==> src/fetch_params.svh <==
`ifndef FETCH_PARAMS_SVH
`define FETCH_PARAMS_SVH

// boot rom entry, first fetch out of reset
`define FETCH_RESET_PC   32'hbfc00000

// general exception entry
`define FETCH_EXC_VECTOR 32'hbfc00380

// icache geometry, direct mapped
`define IC_SETS          256
`define IC_LINE_WORDS    4      // 16 byte lines

// fetch buffer depth, also the number of fetch credits
`define FB_DEPTH         2
`define FETCH_CREDITS    2

// exception codes as seen by decode
`define EXC_ADEL         5'd4         // address error on fetch
`define EXC_NONE         5'b11111     // no exception

`endif
==> src/fetch_pkg.sv <==
`default_nettype none

package fetch_pkg;

    // byte address and instruction word
    typedef logic [31:0] addr_t;
    typedef logic [31:0] inst_t;

    // cp0 style exception code
    typedef logic [4:0]  exc_code_t;

    // icache address split, {tag, index, offset}
    typedef logic [19:0] ic_tag_t;
    typedef logic [7:0]  ic_index_t;
    typedef logic [3:0]  ic_offset_t;   // byte within the line

    // icache controller states
    typedef enum logic [1:0] {
        idle,          // lookup, hits answered here
        refill_req,    // line request toward memory
        refill_wait,   // collecting beats
        done           // line written, return the missed word
    } ic_state_t;

endpackage

`default_nettype wire

==> src/pc_gen.sv <==
`timescale 1ns/1ps
`default_nettype none

`include "fetch_params.svh"

module pc_gen import fetch_pkg::*; (
    input  logic      clk,
    input  logic      reset,
    input  logic      br_taken,
    input  addr_t     br_target,
    input  logic      br_delay_slot,
    input  logic      flush,
    input  logic      eret,
    input  addr_t     epc,
    input  logic      addr_ok,
    input  logic      slot_free,
    output logic      req_valid,
    output addr_t     req_addr,
    output logic      rec_valid,
    output addr_t     rec_pc,
    output logic      rec_epoch,
    output logic      rec_bd,
    output logic      rec_exc,
    output exc_code_t rec_exc_code,
    output logic      epoch
);

    addr_t       pc;           // next address to fetch
    logic        run_en;       // first cycle after reset stays quiet
    logic        halted;       // parked behind an address error
    logic        bd_next;      // next fetch sits in a delay slot
    logic [1:0]  credits;      // free buffer slots

    logic        redirect;
    addr_t       redirect_pc;
    logic        misaligned;
    logic        can_issue;
    logic        issued;       // accepted by the icache this cycle
    logic        exc_issue;    // address error record, bypasses the cache

    // eret beats flush beats branch
    assign redirect    = eret | flush | br_taken;
    assign redirect_pc = eret  ? epc :
                         flush ? `FETCH_EXC_VECTOR :
                                 br_target;

    assign misaligned = |pc[1:0];
    assign can_issue  = run_en & ~halted & (credits != 2'd0);

    assign req_valid = can_issue & ~misaligned;
    assign req_addr  = pc;
    assign issued    = req_valid & addr_ok;
    assign exc_issue = can_issue & misaligned;

    // side record, paired with data_ok in the buffer
    assign rec_valid    = issued | exc_issue;
    assign rec_pc       = pc;
    assign rec_epoch    = epoch;
    assign rec_bd       = bd_next;
    assign rec_exc      = exc_issue;
    assign rec_exc_code = exc_issue ? `EXC_ADEL : `EXC_NONE;

    always_ff @(posedge clk) begin
        if (reset) begin
            pc      <= `FETCH_RESET_PC;
            epoch   <= 1'b0;
            run_en  <= 1'b0;
            halted  <= 1'b0;
            bd_next <= 1'b0;
            credits <= 2'(`FETCH_CREDITS);
        end else begin
            run_en <= 1'b1;

            // spend on issue, refund on slot release
            case ({rec_valid, slot_free})
                2'b10:   credits <= credits - 2'd1;
                2'b01:   credits <= credits + 2'd1;
                default: credits <= credits;    // both or neither
            endcase

            if (redirect) begin
                pc      <= redirect_pc;         // held until credits allow
                epoch   <= ~epoch;              // older stream goes stale
                halted  <= 1'b0;
                bd_next <= br_taken & br_delay_slot & ~eret & ~flush;
            end else if (exc_issue) begin
                halted <= 1'b1;                 // wait for a redirect
            end else if (issued) begin
                pc      <= pc + 32'd4;
                bd_next <= 1'b0;                // only the first one is the slot
            end
        end
    end

endmodule

`default_nettype wire

==> config.mk <==
export PLATFORM = sky130hd
export DESIGN_NAME = pc_gen
export DESIGN_NICKNAME = d
export VERILOG_FILES = /design/src/fetch_pkg.sv /design/src/pc_gen.sv
export VERILOG_INCLUDE_DIRS = /design/src
export SDC_FILE = /design/constraint.sdc
export NUM_CORES = 1
export LEC_CHECK = 0
export CAP_MARGIN = 5
export CORE_MARGIN = 2
export CORE_UTILIZATION = 55
export DETAILED_ROUTE_END_ITERATION = 12
export DONT_BUFFER_PORTS = 1
export HOLD_SLACK_MARGIN = 0.03
export MAX_ROUTING_LAYER = met4
export PLACE_DENSITY = 0.7
export SLEW_MARGIN = 40
export SYNTH_ARGS = -nofsm -noshare
export SYNTH_HDL_FRONTEND = slang
export SYNTH_SLANG_ARGS = --single-unit
==> constraint.sdc <==
create_clock -name clk -period 4.1 [get_ports clk]
set_clock_uncertainty 0.1 [all_clocks]
set_input_delay 0.615 -clock clk [delete_from_list [all_inputs] [get_ports clk]]
set_output_delay 0.615 -clock clk [all_outputs]
set_load 0.05 [all_outputs]
==> out/qor.csv <==
metric,value,unit
cp.required,3.38,ns
wl_per_cell,18.9,um
avgViaCountPerCell,6.40,
syn_area,0.00277,mm^2
crit_slowest_cell,dfxtp_2,
critical_path.cell_chain,"or3b_4, nor4_4, buf_4, nor2_1, inv_1",
antenna_found_initial,0,
grt_usage,28.9,%
drt-initial-drc-count,144,
drt_pass1_iterations,4,
clkSlewWorstSetupHoldPaths,0.07,ns
synthToLayoutAreaGrowth,2.80,%
period_share,68.8,%
grt_pass1_wl,12100,um
maxCapViolations,0,
cts-hold-fix-buffers,0,
clkSinkCount,38,
yosysTopAreaCell,dfxtp_1,
max_stage_delay,0.51,ns
ys_async_sr_fraction,0,%
place.port_buffers,0,
initial_utilization,57.9,%
synth_enable_flop_cells,0,
pre_cts_slack,1.36,ns
gp_congestion,0.898,
ctsHtreeMaxLevel,2,
io_pins,147,
postCtsSetupBuffers,0,
die_x,75.0,um
drt-total-wl,7860,um
dp_cells,408,
die_h,75.0,um
grt_max_degree,61,
relSlewSlack,48.6,%
critPathKind,register to output pin,
yosysSeqAreaShare,27.5,%
n_fill_cell,476,
yosys_warnings,0,
synth.area.top_cells,"dfxtp_1 27%, buf_4 10%, a211oi_1 6.2%",
cp.arrival,2.11,ns
period_needed,2.82,ns
finalWorstSetupSlack,1.28,ns
crit_path_start_kind,register,
dp_hpwl,5510,um
synth.top_cell.area_share,27.5,%
drc,0,
tightestPinTransition,0.768,ns
hold_viol_final,0,
mostFrequentLayoutCell,buf_4,
path_max_fanout,16,
design.die.area,0.00562,mm^2
rsz0062_at_grt,false,
synth.distinct_cells,57,
p_leak,0.00106,uW
ys.flop_type,dfxtp_1,
max-vdd-ir-drop,222,uV
finalSetupViolCount,0,
route.vias.total,2662,
cts_tree,done,
outcome,"complete, no violations",
core-area,0.00479,mm^2
clockBufferDepth,2,
grt_pass1_vias,2480,
num_rows,25,
most-common-layout-cells,"34 x buf_4, 30 x nor2_1, 29 x dfxtp_1",
clock_latency,0.29,ns
nNetsFinal,422,
ant_nets,0,
drv_slew,0,
fin_cells,416,
power.density,381,mW/mm^2
post_cts_resized,0,
setup_tns,0,ns
ys_seq_elements,38,
hp-class,input port to register,
endpoint_kind,output pin,
max_freq,0.354,GHz
cts_buffers,5,
overflow,0,
postLayoutCoreUtil,59.5,%
cts_root_buf,clkbuf_8,
postSynthNetCount,442,
insertedDiodeCount,0,
layout-drive-gt1-share,16.9,%
postSynthAreaPerCell,7.52,um^2
synthCells,368,
-- cells by family (layout without fill, tap and decap cells) --
kind of cell | Yosys count | after routing | share of synthesized area [%]
buffers and inverters | 78 | 59 | 15.6
xor gates and xnor gates | 14 | 14 | 4.43
adders and majority gates | 2 | 2 | 0.904
DFF | 38 | 38 | 27.5
other | 1 | 1 | 0.135
AOI/OAI and AO/OA | 109 | 109 | 27.5
and+or+nand+nor | 123 | 123 | 22.8
muxes | 3 | 3 | 1.13
-- Yosys cell counts, types with 2 or more instances --
cell / number
a211oi_1: 23
a21oi_1: 24
a221oi_1: 3
a22o_1: 2
a311o_1: 2
a311oi_1: 6
a32oi_1: 2
a41oi_1: 2
and2_1: 3
and3_1: 4
and4_1: 3
buf_4: 37
clkbuf_1: 22
clkinv_1: 2
dfxtp_1: 38
ha_1: 2
inv_1: 15
mux2i_1: 2
nand2_1: 26
nand3_1: 11
nand4_1: 11
nor2_1: 30
nor2b_1: 6
nor3_1: 18
nor4_1: 2
o21a_1: 2
o21ai_0: 21
o21bai_1: 3
o221ai_1: 2
o31ai_1: 3
or3_1: 3
xnor2_1: 3
xor2_1: 11
-- layout make-up --
| cell class | instances | area (um^2) | share of cell area (%) |
|---|---|---|---|
| clock buffer | 7 | 86.3 | 3.03 |
| sequential | 38 | 772 | 27.1 |
| inverter | 17 | 63.8 | 2.24 |
| tap | 67 | 83.8 | 2.95 |
| clock inverter | 1 | 5.00 | 0.176 |
| multi-input combinational | 252 | 1580 | 55.5 |
| timing repair buffer | 34 | 255 | 8.97 |
-- worst max-delay path, delay by kind of cell (launching register included) --
family | cells | cell delay [ns]
buffers and inverters | 2 | 0.58
DFF | 1 | 0.51
and+or+nand+nor | 3 | 0.72
-- metrics by stage --
stage / area [um^2] / power, uW / hold slack [ns]
CTS: 2850 / 1090 / 0.278
finish: 2850 / 1080 / 0.293
floorplan: 2770 / 801 / 0.376
detailed placement: 2760 / 818 / 0.415
global placement: 2740 / 812 / 0.391
global route: 2850 / 1130 / 0.270
-- final timing paths --
path	startpoint	slack [ns]	to	cells past startpoint
worst max-delay path	rec_pc[0]	1.28	rec_valid	5
worst min-delay path	reset	0.29	rec_pc[9]	1
worst max register to register	rec_pc[5]	1.34	rec_pc[16]	5
worst min register to register	credits[1]	0.42	credits[1]	2
-- state kept, by name (all words and copies together), names as in the netlist --
register and count:
rec_pc 32, halted 1, run_en 1, credits 2, epoch 1, rec_bd 1
-- metal layers --
metal | wire length (um) | vias up | track usage (%)
li1 | - | 1266 | -
met1 | 3380 | 1268 | 35.5
met2 | 3770 | 119 | 47.7
met3 | 614 | 9 | 7.10
met4 | 90 | 0 | 6.94
met5 | 0 | - | -
-- power by group --
group	total (uW)	leakage (uW)	switching (uW)	internal [uW]
sequential	469	0.000315	69.4	399
clock	273	0.0000482	137	136
combinational	341	0.000696	250	91.5
total	1080	0.00106	456	627
(Power assumes the default switching activity.)
