**src/fetch_params.svh**
```systemverilog
`ifndef FETCH_PARAMS_SVH
`define FETCH_PARAMS_SVH

// boot rom entry, first fetch out of reset
`define FETCH_RESET_PC   32'hbfc00000

// general exception entry
`define FETCH_EXC_VECTOR 32'hbfc00380

// icache geometry, direct mapped
`define IC_SETS          256
`define IC_LINE_WORDS    4      // 16 byte lines

// fetch buffer depth, also the number of fetch credits
`define FB_DEPTH         2
`define FETCH_CREDITS    2

// exception codes as seen by decode
`define EXC_ADEL         5'd4         // address error on fetch
`define EXC_NONE         5'b11111     // no exception

`endif
```
**src/fetch_pkg.sv**
```systemverilog
`default_nettype none

package fetch_pkg;

    // byte address and instruction word
    typedef logic [31:0] addr_t;
    typedef logic [31:0] inst_t;

    // cp0 style exception code
    typedef logic [4:0]  exc_code_t;

    // icache address split, {tag, index, offset}
    typedef logic [19:0] ic_tag_t;
    typedef logic [7:0]  ic_index_t;
    typedef logic [3:0]  ic_offset_t;   // byte within the line

    // icache controller states
    typedef enum logic [1:0] {
        idle,          // lookup, hits answered here
        refill_req,    // line request toward memory
        refill_wait,   // collecting beats
        done           // line written, return the missed word
    } ic_state_t;

endpackage

`default_nettype wire

```
**src/fetch_buffer.sv**
```systemverilog
`timescale 1ns/1ps
`default_nettype none

`include "fetch_params.svh"

module fetch_buffer import fetch_pkg::*; (
    input  logic      clk,
    input  logic      reset,
    input  logic      data_ok,
    input  inst_t     rdata,
    input  logic      rec_valid,
    input  addr_t     rec_pc,
    input  logic      rec_epoch,
    input  logic      rec_bd,
    input  logic      rec_exc,
    input  exc_code_t rec_exc_code,
    input  logic      epoch,
    input  logic      dec_ready,
    output logic      dec_valid,
    output addr_t     dec_pc,
    output inst_t     dec_inst,
    output logic      dec_bd,
    output logic      dec_exc,
    output exc_code_t dec_exc_code,
    output logic      slot_free
);

    localparam int PTR_W = $clog2(`FB_DEPTH);

    // a slot is claimed at issue and filled by data_ok later
    logic [`FB_DEPTH-1:0] ent_valid;
    logic [`FB_DEPTH-1:0] ent_done;    // instruction present
    logic [`FB_DEPTH-1:0] ent_kill;    // redirect seen while queued
    logic [`FB_DEPTH-1:0] ent_epoch;
    logic [`FB_DEPTH-1:0] ent_bd;
    logic [`FB_DEPTH-1:0] ent_exc;
    addr_t                ent_pc   [`FB_DEPTH];
    inst_t                ent_inst [`FB_DEPTH];
    exc_code_t            ent_code [`FB_DEPTH];

    logic [PTR_W-1:0]     rd_ptr;
    logic [PTR_W-1:0]     wr_ptr;
    logic [PTR_W-1:0]     fill_ptr;    // oldest slot waiting on data

    logic                 epoch_q;
    logic                 epoch_flip;
    logic                 head_ready;
    logic                 head_stale;
    logic                 discard;
    logic                 pop;

    // address error records are done at push, so data skips them
    assign fill_ptr = ent_done[rd_ptr] ? rd_ptr + 1'b1 : rd_ptr;

    assign epoch_flip = (epoch != epoch_q);
    assign head_ready = ent_valid[rd_ptr] & ent_done[rd_ptr];
    assign head_stale = ent_kill[rd_ptr] | (ent_epoch[rd_ptr] != epoch);

    assign dec_valid = head_ready & ~head_stale;
    assign discard   = head_ready & head_stale;     // drop quietly
    assign pop       = (dec_valid & dec_ready) | discard;
    assign slot_free = pop;                         // credit back to pc_gen

    assign dec_pc       = ent_pc[rd_ptr];
    assign dec_inst     = ent_inst[rd_ptr];
    assign dec_bd       = ent_bd[rd_ptr];
    assign dec_exc      = ent_exc[rd_ptr];
    assign dec_exc_code = ent_code[rd_ptr];

    always_ff @(posedge clk) begin
        if (reset) begin
            ent_valid <= '0;
            ent_done  <= '0;
            ent_kill  <= '0;
            rd_ptr    <= '0;
            wr_ptr    <= '0;
            epoch_q   <= 1'b0;
        end else begin
            epoch_q <= epoch;
            if (epoch_flip) begin
                ent_kill <= ent_kill | ent_valid;   // sticky across repeat flips
            end
            if (data_ok) begin
                ent_done[fill_ptr] <= 1'b1;
            end
            if (pop) begin
                ent_valid[rd_ptr] <= 1'b0;
                rd_ptr            <= rd_ptr + 1'b1;
            end
            if (rec_valid) begin                    // credits keep a slot free
                ent_valid[wr_ptr] <= 1'b1;
                ent_done[wr_ptr]  <= rec_exc;
                ent_kill[wr_ptr]  <= 1'b0;
                wr_ptr            <= wr_ptr + 1'b1;
            end
        end
    end

    always_ff @(posedge clk) begin
        if (rec_valid) begin
            ent_pc[wr_ptr]    <= rec_pc;
            ent_epoch[wr_ptr] <= rec_epoch;
            ent_bd[wr_ptr]    <= rec_bd;
            ent_exc[wr_ptr]   <= rec_exc;
            ent_code[wr_ptr]  <= rec_exc_code;
            ent_inst[wr_ptr]  <= '0;                // stays zero on address error
        end
        if (data_ok) begin
            ent_inst[fill_ptr] <= rdata;
        end
    end

endmodule

`default_nettype wire

```
**config.mk**
```make
export PLATFORM = sky130hd
export DESIGN_NAME = fetch_buffer
export DESIGN_NICKNAME = d
export VERILOG_FILES = /design/src/fetch_pkg.sv /design/src/fetch_buffer.sv
export VERILOG_INCLUDE_DIRS = /design/src
export SDC_FILE = /design/constraint.sdc
export NUM_CORES = 1
export LEC_CHECK = 0
export ABC_AREA = 0
export BUFFER_PORTS_ARGS = -buffer_cell sky130_fd_sc_hd__clkbuf_2
export CAP_MARGIN = 20
export CORE_MARGIN = 4
export CORE_UTILIZATION = 40
export CTS_BUF_LIST = sky130_fd_sc_hd__clkbuf_8
export DETAILED_ROUTE_END_ITERATION = 7
export GPL_TIMING_DRIVEN = 0
export SETUP_SLACK_MARGIN = 0.4
export SLEW_MARGIN = 20
export SYNTH_ARGS = -nofsm -noshare
export SYNTH_HDL_FRONTEND = slang
export SYNTH_SLANG_ARGS = --single-unit
```
**constraint.sdc**
```tcl
create_clock -name clk -period 4.3 [get_ports clk]
set_clock_uncertainty 0.1 [all_clocks]
set_input_delay 0.215 -clock clk [delete_from_list [all_inputs] [get_ports clk]]
set_output_delay 0.215 -clock clk [all_outputs]
set_load 0.02 [all_outputs]
```
==> impl_results.md <==
* Status: complete, no violations
* Final GP Congestion at 0.741
* Data required, critical path at 3.98 ns
* Top-count cell post-synth: edfxtp_1
* PortBufs at 149
* Die width at 132 microns
* Area growth syn-to-layout at 35.4%
* Via count at 3,704
* Clk sinks at 154
* Max Buffers Root-to-Sink at 2
* Primary FF master, synth: edfxtp_1
* Worst reg2reg startpoint: wr_ptr
* Unique cell type count in the Yosys netlist at 33
* CTS tree: yes
* Hold Vio Cnt, Final at 0
* CP max stage cell: mux2_1
* DP Area at 7180 sq um
* Worst vdd ir at 0.197 mV
* Post-synth ARST share at 0%
* RSZ-0062 raised after global routing: false
* Yosys top cell area share at 70.3%
* Crit-path max FO at 10
* Final #Nets at 673
* Critical path buffers and inverters at 4
* Max Freq at 0.435 GHz
* Clock Latency Late Sink at 0.45 ns
* Max-Slew Margin vs Limit at 56.1%
* Family with the most delay on the worst path: buffers and inverters
* Worst min path class: in -> reg
* Cell area after layout at 8330 sq um
* Crit path kind: reg -> out
* Gr ovfl total at 0
* Worst setup SP type: register
* Post-route DRC at 0
* Nature of the critical path endpoint: output pin
* Number of max-cap violations at 0
* Worst-margin pin slew at 0.658 ns
* Die area at 17,400 sq um
* Syn Area/Cell at 17.5 sq um
* Synthesis-stage register bit count at 154
* Initial antenna violation count at 0
* IO Count at 151
* Min-delay src: dec_ready
* Post-synth top area cell: edfxtp_1
* Vias in the first global route at 3,995
* Share of layout cells above drive strength 1 at 42.1%
* CTS Root Cell: clkbuf_8
* Total number of yosys warnings at 0
* Drt initial violations at 155
* WL final at 12.6 mm
* Slew Limit Fails at 0
* Worst path cell trace: clkbuf_1, buf_4, buf_6, mux2_1, clkbuf_2
* Total Routing Usage GR at 14.8%
* Most frequent cells after synthesis: edfxtp_1 (144), and2_1 (65), mux2_2 (52)
* RR Endpoint: ent_inst[1][5]
* Crit path DAT at 1.98 ns
* Routed vias/inst at 4.65
* Tcrit/Tclk final at 53.5%
* Sum of negative setup slack at 0 ns
* Fin crit period at 2.30 ns
* Die Y at 132 microns
* Hold path depth at 3
* Worst-path clk slew at 0.07 ns
* Mapped Cells at 351
* Seq/Total Area, Yosys at 73.5%
* CTS H-tree depth at 4
* Antenna Nets Post-Route at 0
* Row Count at 45
* Tot Pwr at 3.46 mW
* Peak per-stage delay on the critical path at 0.35 ns
* Synthesized cell area at 6150 sq um
* WL per Instance at 15.8 microns
* Power per Cell Area at 415 nW/um^2
* Pleak at 3.29 nW
* Final setup violation count at 0
* Core area at 15,100 sq um
* DP Wirelength at 8.18 mm
* Starting Density at 40.6%
* Reg-to-reg slack, setup at 2.21 ns
* R2r worst-path depth at 4
* CTS buffer count at 17
* First-pass GRT wire length at 19.9 mm
* Largest net degree at the start of global routing at 47
* Drt first pass iters at 5
* Post-synth net total at 429
* Antenna diode count at 0
* Post-synth EDFFs at 144
* Most area-consuming cells after synthesis: edfxtp_1 (70%), mux2_2 (9.5%), and2_1 (6.6%), mux2_1 (3.5%), dfxtp_1 (3.3%)
* Setup Buffers After CTS at 0
==> cell type report <==
class,instances,area [sq um]
Buffer,18,123
Clock buffer,21,289
Clock inverter,11,119
Fill cell,1238,6820
Inverter,1,3.75
Multi-Input combinational cell,178,1510
Sequential cell,154,4520
Tap cell,188,235
Timing Repair Buffer,225,1530
==> sequential cells by signal, indices dropped and copies added (netlist names), named ones only <==
signal,cells
ent_inst,64
ent_pc,64
ent_code,10
ent_bd,2
ent_done,2
ent_epoch,2
ent_exc,2
ent_kill,2
ent_valid,2
epoch_q,1
rd_ptr,1
wr_ptr,1
==> kinds of logic after synthesis <==
group,synth area share (%)
compound gates,1.67
xor+xnor,0.570
buf+inv,1.93
flops,73.5
mux,13.3
simple gates,8.97
==> worst min-delay path: cells and delay by family <==
family,cells,cell delay [ns]
multiplexers,1,0.13
AO/OA/AOI/OAI,1,0.10
buffers and inverters,1,0.11
==> through the flow <==
| step | utilization, % | setup slack [ns] | cells | hold WS [ns] |
|---|---|---|---|---|
| after floorplan | - | 1.22 | 351 | 0.214 |
| after global routing | 55.0 | 1.81 | 796 | 0.0641 |
| after detailed placement | 47.4 | 2.18 | 690 | 0.309 |
| after CTS | 55.0 | 1.90 | 796 | 0.0155 |
| final | 55.0 | 2.00 | 796 | 0.0521 |
| after global placement | 47.1 | 0.00751 | 688 | 0.305 |
==> placed cells by master, fill, tap and decap left out, drive strengths merged, types with 2 or more instances in the layout <==
cell type,instances
clkbuf,174
edfxtp,144
dlygate4sd3,74
mux2,71
and2,66
buf,16
dfxtp,10
nor2,6
inv,5
a21oi,4
nor3,3
clkinv,3
xor2,2
or3,2
nand3b,2
xnor2,2
o21a,2
nor2b,2
or2,2
mux2i,2
o31a,2
bufinv,2
clkinvlp,2
nor3b,2
a22oi,2
==> power breakdown <==
| group | switching [mW] | internal [mW] |
|---|---|---|
| combinational | 0.302 | 0.237 |
| clock | 0.535 | 0.576 |
| sequential | 0.0281 | 1.78 |
| total | 0.866 | 2.59 |
==> worst max-delay path by stage <==
stage | start | endpoint | slack, ns | cells after the start
floorplan | wr_ptr | ent_inst[1][0] | 1.22 | 3
global placement | wr_ptr | ent_inst[1][19] | 0.008 | 3
detailed placement | wr_ptr | ent_inst[1][1] | 2.18 | 4
CTS | register | dec_pc[7] | 1.90 | 5
global route | register | dec_pc[7] | 1.81 | 5
finish | register | dec_pc[7] | 2.00 | 5
==> timing repair <==
action                    4_1_cts  5_1_grt
hold buffers                   74        0
resized for setup               0        0
hold endpoints to repair      147        0
==> layer usage <==
metal  up-vias  wire, microns  global-route usage (%)
met4         0            210                    5.89
li1       1789              -                       -
met5         -              0                       0
met1      1821           5080                    16.6
met2        80           6730                    26.3
met3        14            544                    4.73
Note: power is estimated with default switching activity, not from simulation.
